File: src/opl_pkg.sv
/*
 * shared widths, slot counts and types for the time-shared fm operator engine
 * every block of the bank imports this package
 */
`default_nettype none

package opl_pkg;
    localparam int NUM_CHANNELS = 9;
    localparam int NUM_OPS = 18;        // two operator slots per channel
    localparam int PHASE_WIDTH = 20;    // per-slot phase accumulator

    localparam int FNUM_WIDTH = 10;
    localparam int BLOCK_WIDTH = 3;
    localparam int FB_WIDTH = 3;
    localparam int CONN_SEL_WIDTH = 3;  // one bit per 4-op channel pair
    localparam int OP_NUM_WIDTH = 5;
    localparam int ANGLE_WIDTH = 10;
    localparam int OP_OUT_WIDTH = 13;

    typedef logic [FNUM_WIDTH-1:0] fnum_t;
    typedef logic [BLOCK_WIDTH-1:0] block_t;
    typedef logic [FB_WIDTH-1:0] fb_t;
    typedef logic [CONN_SEL_WIDTH-1:0] conn_sel_t;
    typedef logic [OP_NUM_WIDTH-1:0] op_num_t;
    typedef logic [ANGLE_WIDTH-1:0] angle_t;

    // signed operator sample
    typedef logic signed [OP_OUT_WIDTH-1:0] op_out_t;

    typedef enum logic {
        SEQ_IDLE,
        SEQ_SWEEP
    } seq_state_t;
endpackage

`default_nettype wire

File: src/op_slot_sequencer.sv
/*
 * sweep sequencer, a sample_clk_en pulse starts one pass over all slots
 * presents one slot number per clock with slot_valid high during the pass
 */
`default_nettype none

module op_slot_sequencer (
    input wire clk,
    input wire reset,
    input wire sample_clk_en,
    output opl_pkg::op_num_t slot,
    output logic slot_valid
);
    import opl_pkg::*;

    seq_state_t state;

    always_ff @(posedge clk) begin
        if (reset) begin
            state <= SEQ_IDLE;
            slot <= '0;
        end else begin
            case (state)
                SEQ_IDLE: begin
                    slot <= '0;
                    if (sample_clk_en) begin
                        state <= SEQ_SWEEP;
                    end
                end
                SEQ_SWEEP: begin
                    // pulses arriving mid-sweep are simply not looked at
                    if (slot == op_num_t'(NUM_OPS - 1)) begin
                        state <= SEQ_IDLE;
                        slot <= '0;
                    end else begin
                        slot <= slot + 1'b1;
                    end
                end
                default: begin
                    state <= SEQ_IDLE;
                end
            endcase
        end
    end

    assign slot_valid = (state == SEQ_SWEEP);
endmodule

`default_nettype wire

File: src/op_param_router.sv
/*
 * routes channel parameters to the active operator slot
 * follows the opl3 channel-to-operator map and the 2-op / 4-op connection rules
 */
`default_nettype none

module op_param_router (
    input wire opl_pkg::op_num_t slot,
    input wire opl_pkg::conn_sel_t connection_sel,
    input wire opl_pkg::fnum_t fnum [opl_pkg::NUM_CHANNELS],
    input wire opl_pkg::block_t block [opl_pkg::NUM_CHANNELS],
    input wire kon [opl_pkg::NUM_CHANNELS],
    input wire opl_pkg::fb_t fb [opl_pkg::NUM_CHANNELS],
    input wire cnt [opl_pkg::NUM_CHANNELS],
    output opl_pkg::fnum_t op_fnum,
    output opl_pkg::block_t op_block,
    output logic op_kon,
    output opl_pkg::fb_t op_fb,
    output logic use_feedback,
    output logic use_modulation,
    output opl_pkg::op_num_t mod_slot
);
    import opl_pkg::*;

    localparam int CH_WIDTH = $clog2(NUM_CHANNELS);

    logic [1:0] grp;            // groups of six slots, three channels each
    op_num_t pos;               // slot within its group
    logic second;               // second operator of its channel
    logic [1:0] k;
    logic [CH_WIDTH-1:0] ch;
    logic chain;                // slot belongs to a joined 4-op pair

    always_comb begin
        if (slot < op_num_t'(6)) begin
            grp = 2'd0;
            pos = slot;
        end else if (slot < op_num_t'(12)) begin
            grp = 2'd1;
            pos = slot - op_num_t'(6);
        end else begin
            grp = 2'd2;
            pos = slot - op_num_t'(12);
        end

        second = (pos >= op_num_t'(3));
        k = second ? 2'(pos - op_num_t'(3)) : 2'(pos);
        ch = CH_WIDTH'(3 * grp + k);

        // only slots 6-11 can join with channels 0-2
        chain = (grp == 2'd1) && connection_sel[k];

        // plain 2-op channel
        op_fnum = fnum[ch];
        op_block = block[ch];
        op_kon = kon[ch];
        op_fb = second ? fb_t'(0) : fb[ch];
        use_feedback = !second;
        use_modulation = second && !cnt[ch];

        if (chain) begin
            // whole chain runs at channel k's pitch, ch is channel 3+k here
            op_fnum = fnum[k];
            op_block = block[k];
            op_kon = kon[k];
            op_fb = '0;
            use_feedback = 1'b0;
            if (second) begin
                use_modulation = !(cnt[k] && cnt[ch]);
            end else begin
                use_modulation = !(!cnt[k] && cnt[ch]);
            end
        end
    end

    // wraps for slots 0-2, which are never modulated
    assign mod_slot = slot - op_num_t'(3);
endmodule

`default_nettype wire

File: src/op_phase_wave.sv
/*
 * shared operator datapath, two register stages per slot
 * stage 1 advances the slot phase and forms the angle, stage 2 the triangle wave
 */
`default_nettype none

module op_phase_wave #(
    parameter int PHASE_FRAC_BITS = 10
) (
    input wire clk,
    input wire reset,
    input wire slot_valid,
    input wire opl_pkg::op_num_t slot,
    input wire opl_pkg::fnum_t op_fnum,
    input wire opl_pkg::block_t op_block,
    input wire op_kon,
    input wire opl_pkg::fb_t op_fb,
    input wire use_feedback,
    input wire use_modulation,
    input wire opl_pkg::op_out_t mod_out,
    input wire opl_pkg::op_out_t fb_out,
    output logic wave_valid,
    output opl_pkg::op_num_t wave_slot,
    output opl_pkg::op_out_t wave_out
);
    import opl_pkg::*;

    // fewer fraction bits means a coarser step, increment scaled up to match
    localparam int INC_SHIFT = PHASE_WIDTH - ANGLE_WIDTH - PHASE_FRAC_BITS;

    logic [PHASE_WIDTH-1:0] phase [NUM_OPS];
    logic [PHASE_WIDTH-1:0] phase_inc;
    logic [PHASE_WIDTH-1:0] phase_next;
    logic signed [ANGLE_WIDTH-1:0] fb_low;
    angle_t mod_term;
    angle_t fb_term;
    angle_t angle;

    logic s1_valid;
    op_num_t s1_slot;
    logic s1_kon;
    angle_t s1_angle;
    op_out_t angle_ext;
    op_out_t tri_val;

    always_comb begin
        phase_inc = (PHASE_WIDTH'(op_fnum) << op_block) << INC_SHIFT;
        phase_next = op_kon ? phase[slot] + phase_inc : '0;   // key-off restarts the phase

        mod_term = use_modulation ? mod_out[ANGLE_WIDTH-1:0] : '0;

        fb_low = fb_out[ANGLE_WIDTH-1:0];
        if (use_feedback && op_fb != '0) begin
            fb_term = fb_low >>> (4'd9 - {1'b0, op_fb});
        end else begin
            fb_term = '0;
        end

        angle = phase_next[PHASE_WIDTH-1 -: ANGLE_WIDTH] + mod_term + fb_term;
    end

    always_ff @(posedge clk) begin
        if (reset) begin
            s1_valid <= 1'b0;
            for (int i = 0; i < NUM_OPS; i++) begin
                phase[i] <= '0;
            end
        end else begin
            s1_valid <= slot_valid;
            if (slot_valid) begin
                phase[slot] <= phase_next;
            end
        end
    end

    always_ff @(posedge clk) begin
        s1_slot <= slot;
        s1_kon <= op_kon;
        s1_angle <= angle;
    end

    // rising ramp over the first half, falling over the second
    always_comb begin
        angle_ext = op_out_t'(s1_angle);
        if (s1_angle[ANGLE_WIDTH-1]) begin
            tri_val = op_out_t'(767) - angle_ext;
        end else begin
            tri_val = angle_ext - op_out_t'(256);
        end
    end

    always_ff @(posedge clk) begin
        if (reset) begin
            wave_valid <= 1'b0;
        end else begin
            wave_valid <= s1_valid;
        end
    end

    always_ff @(posedge clk) begin
        wave_slot <= s1_slot;
        wave_out <= s1_kon ? (tri_val <<< 2) : '0;
    end
endmodule

`default_nettype wire

File: src/op_output_store.sv
/*
 * latest output of every slot, written as results leave the operator
 * serves modulation and feedback reads and flags the end of a sweep
 */
`default_nettype none

module op_output_store (
    input wire clk,
    input wire reset,
    input wire wave_valid,
    input wire opl_pkg::op_num_t wave_slot,
    input wire opl_pkg::op_out_t wave_out,
    input wire opl_pkg::op_num_t mod_slot,
    input wire opl_pkg::op_num_t slot,
    output opl_pkg::op_out_t mod_out,
    output opl_pkg::op_out_t fb_out,
    output opl_pkg::op_out_t operator_out [opl_pkg::NUM_OPS],
    output logic ops_done
);
    import opl_pkg::*;

    logic wave_valid_d;

    // operator_out doubles as the slot memory
    always_ff @(posedge clk) begin
        if (reset) begin
            for (int i = 0; i < NUM_OPS; i++) begin
                operator_out[i] <= '0;
            end
            wave_valid_d <= 1'b0;
            ops_done <= 1'b0;
        end else begin
            if (wave_valid) begin
                operator_out[wave_slot] <= wave_out;
            end
            wave_valid_d <= wave_valid;
            ops_done <= wave_valid_d && !wave_valid;   // one cycle after the last write
        end
    end

    // modulator was written three slots ago in this same sweep
    assign mod_out = (mod_slot < op_num_t'(NUM_OPS)) ? operator_out[mod_slot] : '0;

    // own value from the previous sweep, not yet overwritten
    assign fb_out = operator_out[slot];
endmodule

`default_nettype wire

File: src/opl_operators.sv
/*
 * top of the operator engine for one 18-slot voice bank
 * one sweep per sample_clk_en, all slot outputs and ops_done exposed
 */
`default_nettype none

module opl_operators #(
    parameter int PHASE_FRAC_BITS = 10
) (
    input wire clk,
    input wire reset,
    input wire sample_clk_en,
    input wire opl_pkg::conn_sel_t connection_sel,
    input wire opl_pkg::fnum_t fnum [opl_pkg::NUM_CHANNELS],
    input wire opl_pkg::block_t block [opl_pkg::NUM_CHANNELS],
    input wire kon [opl_pkg::NUM_CHANNELS],
    input wire opl_pkg::fb_t fb [opl_pkg::NUM_CHANNELS],
    input wire cnt [opl_pkg::NUM_CHANNELS],
    output opl_pkg::op_out_t operator_out [opl_pkg::NUM_OPS],
    output logic ops_done
);
    import opl_pkg::*;

    op_num_t slot;
    logic slot_valid;

    fnum_t op_fnum;
    block_t op_block;
    logic op_kon;
    fb_t op_fb;
    logic use_feedback;
    logic use_modulation;
    op_num_t mod_slot;

    op_out_t mod_out;
    op_out_t fb_out;

    logic wave_valid;
    op_num_t wave_slot;
    op_out_t wave_out;

    op_slot_sequencer i_sequencer (
        .clk,
        .reset,
        .sample_clk_en,
        .slot,
        .slot_valid
    );

    op_param_router i_router (
        .slot,
        .connection_sel,
        .fnum,
        .block,
        .kon,
        .fb,
        .cnt,
        .op_fnum,
        .op_block,
        .op_kon,
        .op_fb,
        .use_feedback,
        .use_modulation,
        .mod_slot
    );

    op_phase_wave #(
        .PHASE_FRAC_BITS(PHASE_FRAC_BITS)
    ) i_operator (
        .clk,
        .reset,
        .slot_valid,
        .slot,
        .op_fnum,
        .op_block,
        .op_kon,
        .op_fb,
        .use_feedback,
        .use_modulation,
        .mod_out,
        .fb_out,
        .wave_valid,
        .wave_slot,
        .wave_out
    );

    op_output_store i_store (
        .clk,
        .reset,
        .wave_valid,
        .wave_slot,
        .wave_out,
        .mod_slot,
        .slot,
        .mod_out,
        .fb_out,
        .operator_out,
        .ops_done
    );
endmodule

`default_nettype wire

File: config.mk
export PLATFORM = sky130hd
export DESIGN_NAME = opl_operators
export DESIGN_NICKNAME = d
export VERILOG_FILES = /design/src/opl_pkg.sv /design/src/op_slot_sequencer.sv /design/src/op_param_router.sv /design/src/op_phase_wave.sv /design/src/op_output_store.sv /design/src/opl_operators.sv
export SDC_FILE = /design/constraint.sdc
export NUM_CORES = 2
export LEC_CHECK = 0
export ABC_AREA = 1
export ABC_CLOCK_PERIOD_IN_PS = 17700
export BUFFER_PORTS_ARGS = -buffer_cell sky130_fd_sc_hd__buf_4
export CORE_MARGIN = 1.5
export CORE_UTILIZATION = 45
export CTS_CLUSTER_SIZE = 25
export DETAILED_ROUTE_END_ITERATION = 8
export GPL_ROUTABILITY_DRIVEN = 0
export REMOVE_ABC_BUFFERS = 1
export SYNTH_ARGS = -nofsm -noshare
export SYNTH_HDL_FRONTEND = slang
export SYNTH_HIERARCHICAL = 1
export SYNTH_SLANG_ARGS = --single-unit
File: constraint.sdc
create_clock -name clk -period 17.7 [get_ports clk]
set_input_delay 1.77 -clock clk [delete_from_list [all_inputs] [get_ports clk]]
set_output_delay 1.77 -clock clk [all_outputs]
set_load 0.005 [all_outputs]
# Word level (Yosys, flattened, before mapping)
# Memories as Yosys holds them, arrays and structs flattened. A register that Yosys moved wholly into a read port is not among the register bits.
# Index checks and enable logic that the tools add are counted.
# totals
regBits,276
ram_bits,360
inputBits,168
word_cells,149
n_memories,1
# memory_table
memory,depth,width,rd,rd_ports_with_merged_regs,wr,line,source
i_operator.phase,18,20,1,1,18,op_phase_wave.sv:31,logic [PHASE_WIDTH-1:0] phase [NUM_OPS];
# classes
n_addsub,12
multipliers,1
order_cmp,11
n_eq_ne,2
n_shift,2
muxes,70
n_bitwise,6
n_reduce_logical,15
# ops
op,n
bitwise mux 234 bit,1
binary-select mux 13 bit (select 5 bit),2
two-way mux 10 bit,12
demux 13 bit (select 5 bit),1
binary-select mux 10 bit (select 4 bit),1
two-way mux 20 bit,2
binary-select mux 10 bit (select 3 bit),1
two-way mux 3 bit,9
two-way mux 5 bit,5
binary-select mux 3 bit (select 4 bit),2
two-way mux 1 bit,21
adder 10 bit,2
adder 20 bit,1
OR reduction 20 bit,1
<< shifter 10 x 3 -> 20 bit,1
">= comparator 6 bit, second input constant",3
inverter 5 -> 6 bit,3
two-way mux 13 bit,1
two-way mux 11 bit,1
"subtractor 10 x 10 -> 11 bit, first input constant",1
"subtractor 10 x 9 -> 11 bit, second input constant",1
case mux 5 bit (2 select lines),1
>>> shifter 10 x 4 -> 10 bit,1
binary-select mux 3 bit (select 3 bit),1
other kinds (29),44

# Depth between registers and ports, before layout
# logic_depth
depth_word,17
mapped_depth,59
depth_no_buf,56

# Cells and area by module
# The synthesis kept the hierarchy.
# modules_own_cells
module,n_inst,cells_per_inst,area_each_um2
op_phase_wave,1,2921,30488.0
op_output_store,1,2139,13331.5
op_param_router,1,536,2721.4
op_slot_sequencer,1,32,261.5

# Worst setup path before layout
# Ideal clock, no wire load.
# synth_path
path_type,register to register
start,register i_sequencer.slot[2]
end,register i_operator.s1_angle[9]
t_arrival_ns,8.576
required_time_ns,17.587
path_slack_ns,9.011
path_stages_with_launch,56
path_buffers,4
period_less_slack_ns,8.689
cell_sequence,dfxtp_1 > ha_1 > inv_1 > nand2_2 > nand4_1 > and2_1 > ha_1 > o21bai_1 > inv_1 > nand2_1 > inv_2 > nand3_1 > nand2_4 > inv_6 > buf_2 > fa_1 > inv_1 > nand2_1 > [20 not listed] > a21oi_1 > inv_1 > nand2_1 > nand2_1 > nor2_1 > inv_1 > fa_1 > inv_1 > ha_1 > fa_1 > nand3_1 > nand3_1 > nand2_1 > o311ai_0 > xnor2_1 > inv_1 > nand2_1 > nand2_1
# synth_via
word_cells_on_any_way,84
classes_between,add/sub (9); mul (1); order compare (4); eq/ne (1); shift (2); mux (52); bitwise (4); reduce/logical (11)
# synth_lines
item,line,source
"start, declared",op_slot_sequencer.sv:11,"output opl_pkg::op_num_t slot,"
"start signal, assigned",op_slot_sequencer.sv:36,slot <= slot + 1'b1;
"parallel branches: the longest is 10 deep, another holds less-than comparator 5 x 4 -> 1 bit",-,
two-way mux 3 bit *,op_param_router.sv:61,if (chain) begin
net op_block[0],opl_operators.sv:28,block_t op_block;
<< shifter 10 x 3 -> 20 bit *,op_phase_wave.sv:47,phase_inc = (PHASE_WIDTH'(op_fnum) << op_block) << INC_SHIFT;
adder 20 bit *,op_phase_wave.sv:48,phase_next = op_kon ? phase[slot] + phase_inc : '0;
two-way mux 20 bit *,op_phase_wave.sv:48,
adder 10 bit * (2 in series),op_phase_wave.sv:59,angle = phase_next[PHASE_WIDTH-1 -: ANGLE_WIDTH] + mod_term + fb_term;
net i_operator.angle[9],op_phase_wave.sv:37,angle_t angle;
"end signal, assigned",op_phase_wave.sv:79,s1_angle <= angle;
"end, declared",op_phase_wave.sv:42,angle_t s1_angle;
# Mark *: on every way through the listed nets, which the timed path passes. The select of a mux whose other input is x is not followed.
# A chain may end at the register's enable or synchronous reset.

# Worst setup path in the final report
# layout_path
start,register i_sequencer.slot[3]
end,register i_operator.s1_angle[9]
# The elaborated chain is that of the path after synthesis.

==> flow_summary_export.csv <==
group,metric,value,unit
clock_network,cts_buffer_depth,3,
finish,fin_nets,5800,
clock_network,cts_setup_buffers,0,
die,die-area,104000,µm²
timing,drv_slew,0,
placed_design,dp.cells,6836,
placed_design,dp_hpwl,101,mm
timing,whs,0.326,ns
routing,drtIter0Drc,4447,
critical_path,worst_r2r_path_depth,50,
critical_path,cp-startpoint,"i_sequencer/slot[3]$_SDFF_PP0_",
die,io_pins,403,
die,start_util,45.6,%
global_route,grt.busiest_layer,"met2",
global_route,grt_pass1_wl,233,mm
timing,fmax,95.1,MHz
routing,drtAntennaViolNets,0,
timing,hold_violations,0,
routing,routedWlPerCell,22.4,µm
timing,setup_viol,0,
timing,rsz0062_at_grt,"false",
routing,first_pass_iters,6,
routing,drc,0,
critical_path,crit_type,"reg2reg",
clock_network,cts_sinks,914,
finish,fillers,9415,
finish,diodes,0,
global_route,grt_usage,29.6,%
global_route,grt_remaining_overflow,0,
clock_network,postCtsHoldBufs,0,
timing,post-route-period-util,59.4,%
die,die_h,322,µm
finish,final_cell_count_no_fill,7016,
yosys,syn_inst,5405,
timing,fin_setup_tns,0,ns
critical_path,arrival,11.09,ns
routing,vias_per_cell,5.60,
placed_design,numPortBuffers,402,
power_and_ir_drop,finalPower,5.05,mW
finish,drive_above_1_share,13.6,%
die,die_w,322,µm
critical_path,path_delay_family,"adder cells",
die,placementRows,116,
yosys,postSynthAreaPerCell,8.48,µm²
power_and_ir_drop,p_leak,20.8,nW
critical_path,path_buf_inv,11,
hold_path,hold_path.class,"reg2reg",
clock_network,clk_latency,0.70,ns
finish,layout_common_cells,"nand2_1 (1214), nor2_1 (954), edfxtp_1 (640)",
flow_run,maxCapViolCount,0,
clock_network,cts_buffers,100,
yosys,ys_warn_count,6,
finish,layout_commonest_cell,"nand2_1",
clock_network,h-tree-depth,3,
critical_path,crit_top_cell,"nand2_1",
critical_path,slowest_stage,"fa_1",
critical_path,worst_r2r_endpoint,"i_operator/s1_angle[9]$_DFF_P_",
critical_path,cpPeakStageDelay,0.94,ns
clock_network,root_buffer,"clkbuf_16",
routing,wirelength,157,mm
global_route,grt_pass1_vias,36100,
critical_path,rrSetupSlack,7.18,ns
clock_network,cts_resized,0,
die,core,101000,µm²
global_route,use_met1,40.6,%
run_status,status,"completed",
hold_path,min_to,"i_operator/wave_slot[3]$_DFF_P_",
power_and_ir_drop,vdd_drop_max,0.0000823,V
clock_network,tritoncts,"built",
global_route,met2_usage,47.3,%
yosys,syn-cell-area,45900,µm²
global_route,antenna_found_initial,2,
clock_network,clk_pin_slew,0.06,ns
finish,finish.utilization,52.3,%
timing,worst_pin_slew,1.26,ns
power_and_ir_drop,power_density,96.0,nW/µm²
critical_path,path_max_fanout,46,
hold_path,hold_path_startpoint,"i_operator/s1_slot[3]$_DFF_P_",
critical_path,cp-end-kind,"flip-flop",
timing,fin_skew,0.0315,ns
routing,vias,39300,
hold_path,whs_path_depth,0,
global_route,met3_usage,4.43,%
critical_path,startpoint_type,"flip-flop",
finish,area_growth,14.7,%
global_route,grt_max_degree,130,
critical_path,worst_r2r_startpoint,"i_sequencer/slot[3]$_SDFF_PP0_",
timing,fin_crit,10.52,ns
critical_path,required,18.27,ns
timing,relSlewSlack,15.9,%
==> how the worst max path moves through the flow <==
stage                                                 to  slack, ns  cells after the start
after detailed placement  i_operator/s1_angle[8]$_DFF_P_       7.30                     49
after global routing      i_operator/s1_angle[8]$_DFF_P_       6.04                     49
after floorplan           i_operator/s1_angle[9]$_DFF_P_       0.49                     39
after CTS                 i_operator/s1_angle[8]$_DFF_P_       7.27                     49
final                     i_operator/s1_angle[9]$_DFF_P_       7.18                     50
after global placement    i_operator/s1_angle[9]$_DFF_P_       7.46                     51
==> through the flow <==
step                      instance area (µm²)  worst slack [ns]
after floorplan                         44000             0.486
after global placement                  49400              7.46
after detailed placement                49400              7.30
after CTS                               52600              7.27
after global routing                    52600              6.04
final                                   52600              7.18
==> layout make-up <==
class,instances,area (µm²),share of cell area (%)
Clock buffer,136,2830,5.38
Timing Repair Buffer,479,3640,6.92
Clock inverter,44,343,0.652
Inverter,414,1570,2.98
Multi-Input combinational cell,3672,17800,33.8
Tap cell,1357,1700,3.23
Sequential cell,914,24700,47.0
==> power breakdown <==
| group | internal, mW | switching, mW |
|---|---|---|
| Clock | 1.15 | 0.875 |
| Sequential | 2.34 | 0.0708 |
| Combinational | 0.179 | 0.438 |
| Total | 3.67 | 1.38 |
==> flip-flops by register name, indices dropped and copies added, names as in the netlist, 5 cells and up <==
name                  flops
i_operator/s1_slot        5
i_operator/wave_slot      5
i_store/operator_out    234
i_operator/wave_out       9
i_sequencer/slot          5
i_operator/phase        640
i_operator/s1_angle      10
==> worst register-to-register path: cells and delay by family (launching register included) <==
family | cells | cell delay [ns]
AO/OA/AOI/OAI | 8 | 1.47
XOR/XNOR | 1 | 0.23
adder cells (fa/ha/maj) | 7 | 3.21
buffers and inverters | 11 | 1.72
flip-flops | 1 | 0.83
AND/OR/NAND/NOR | 23 | 2.97
==> per-layer routing <==
metal  part of all wire (%)  wire (µm)
met1                     42      66400
met2                     46      71500
met3                    8.1      12700
met4                    4.0       6230
met5                  0.021         33
No activity file was read; power rests on OpenSTA's default activity.
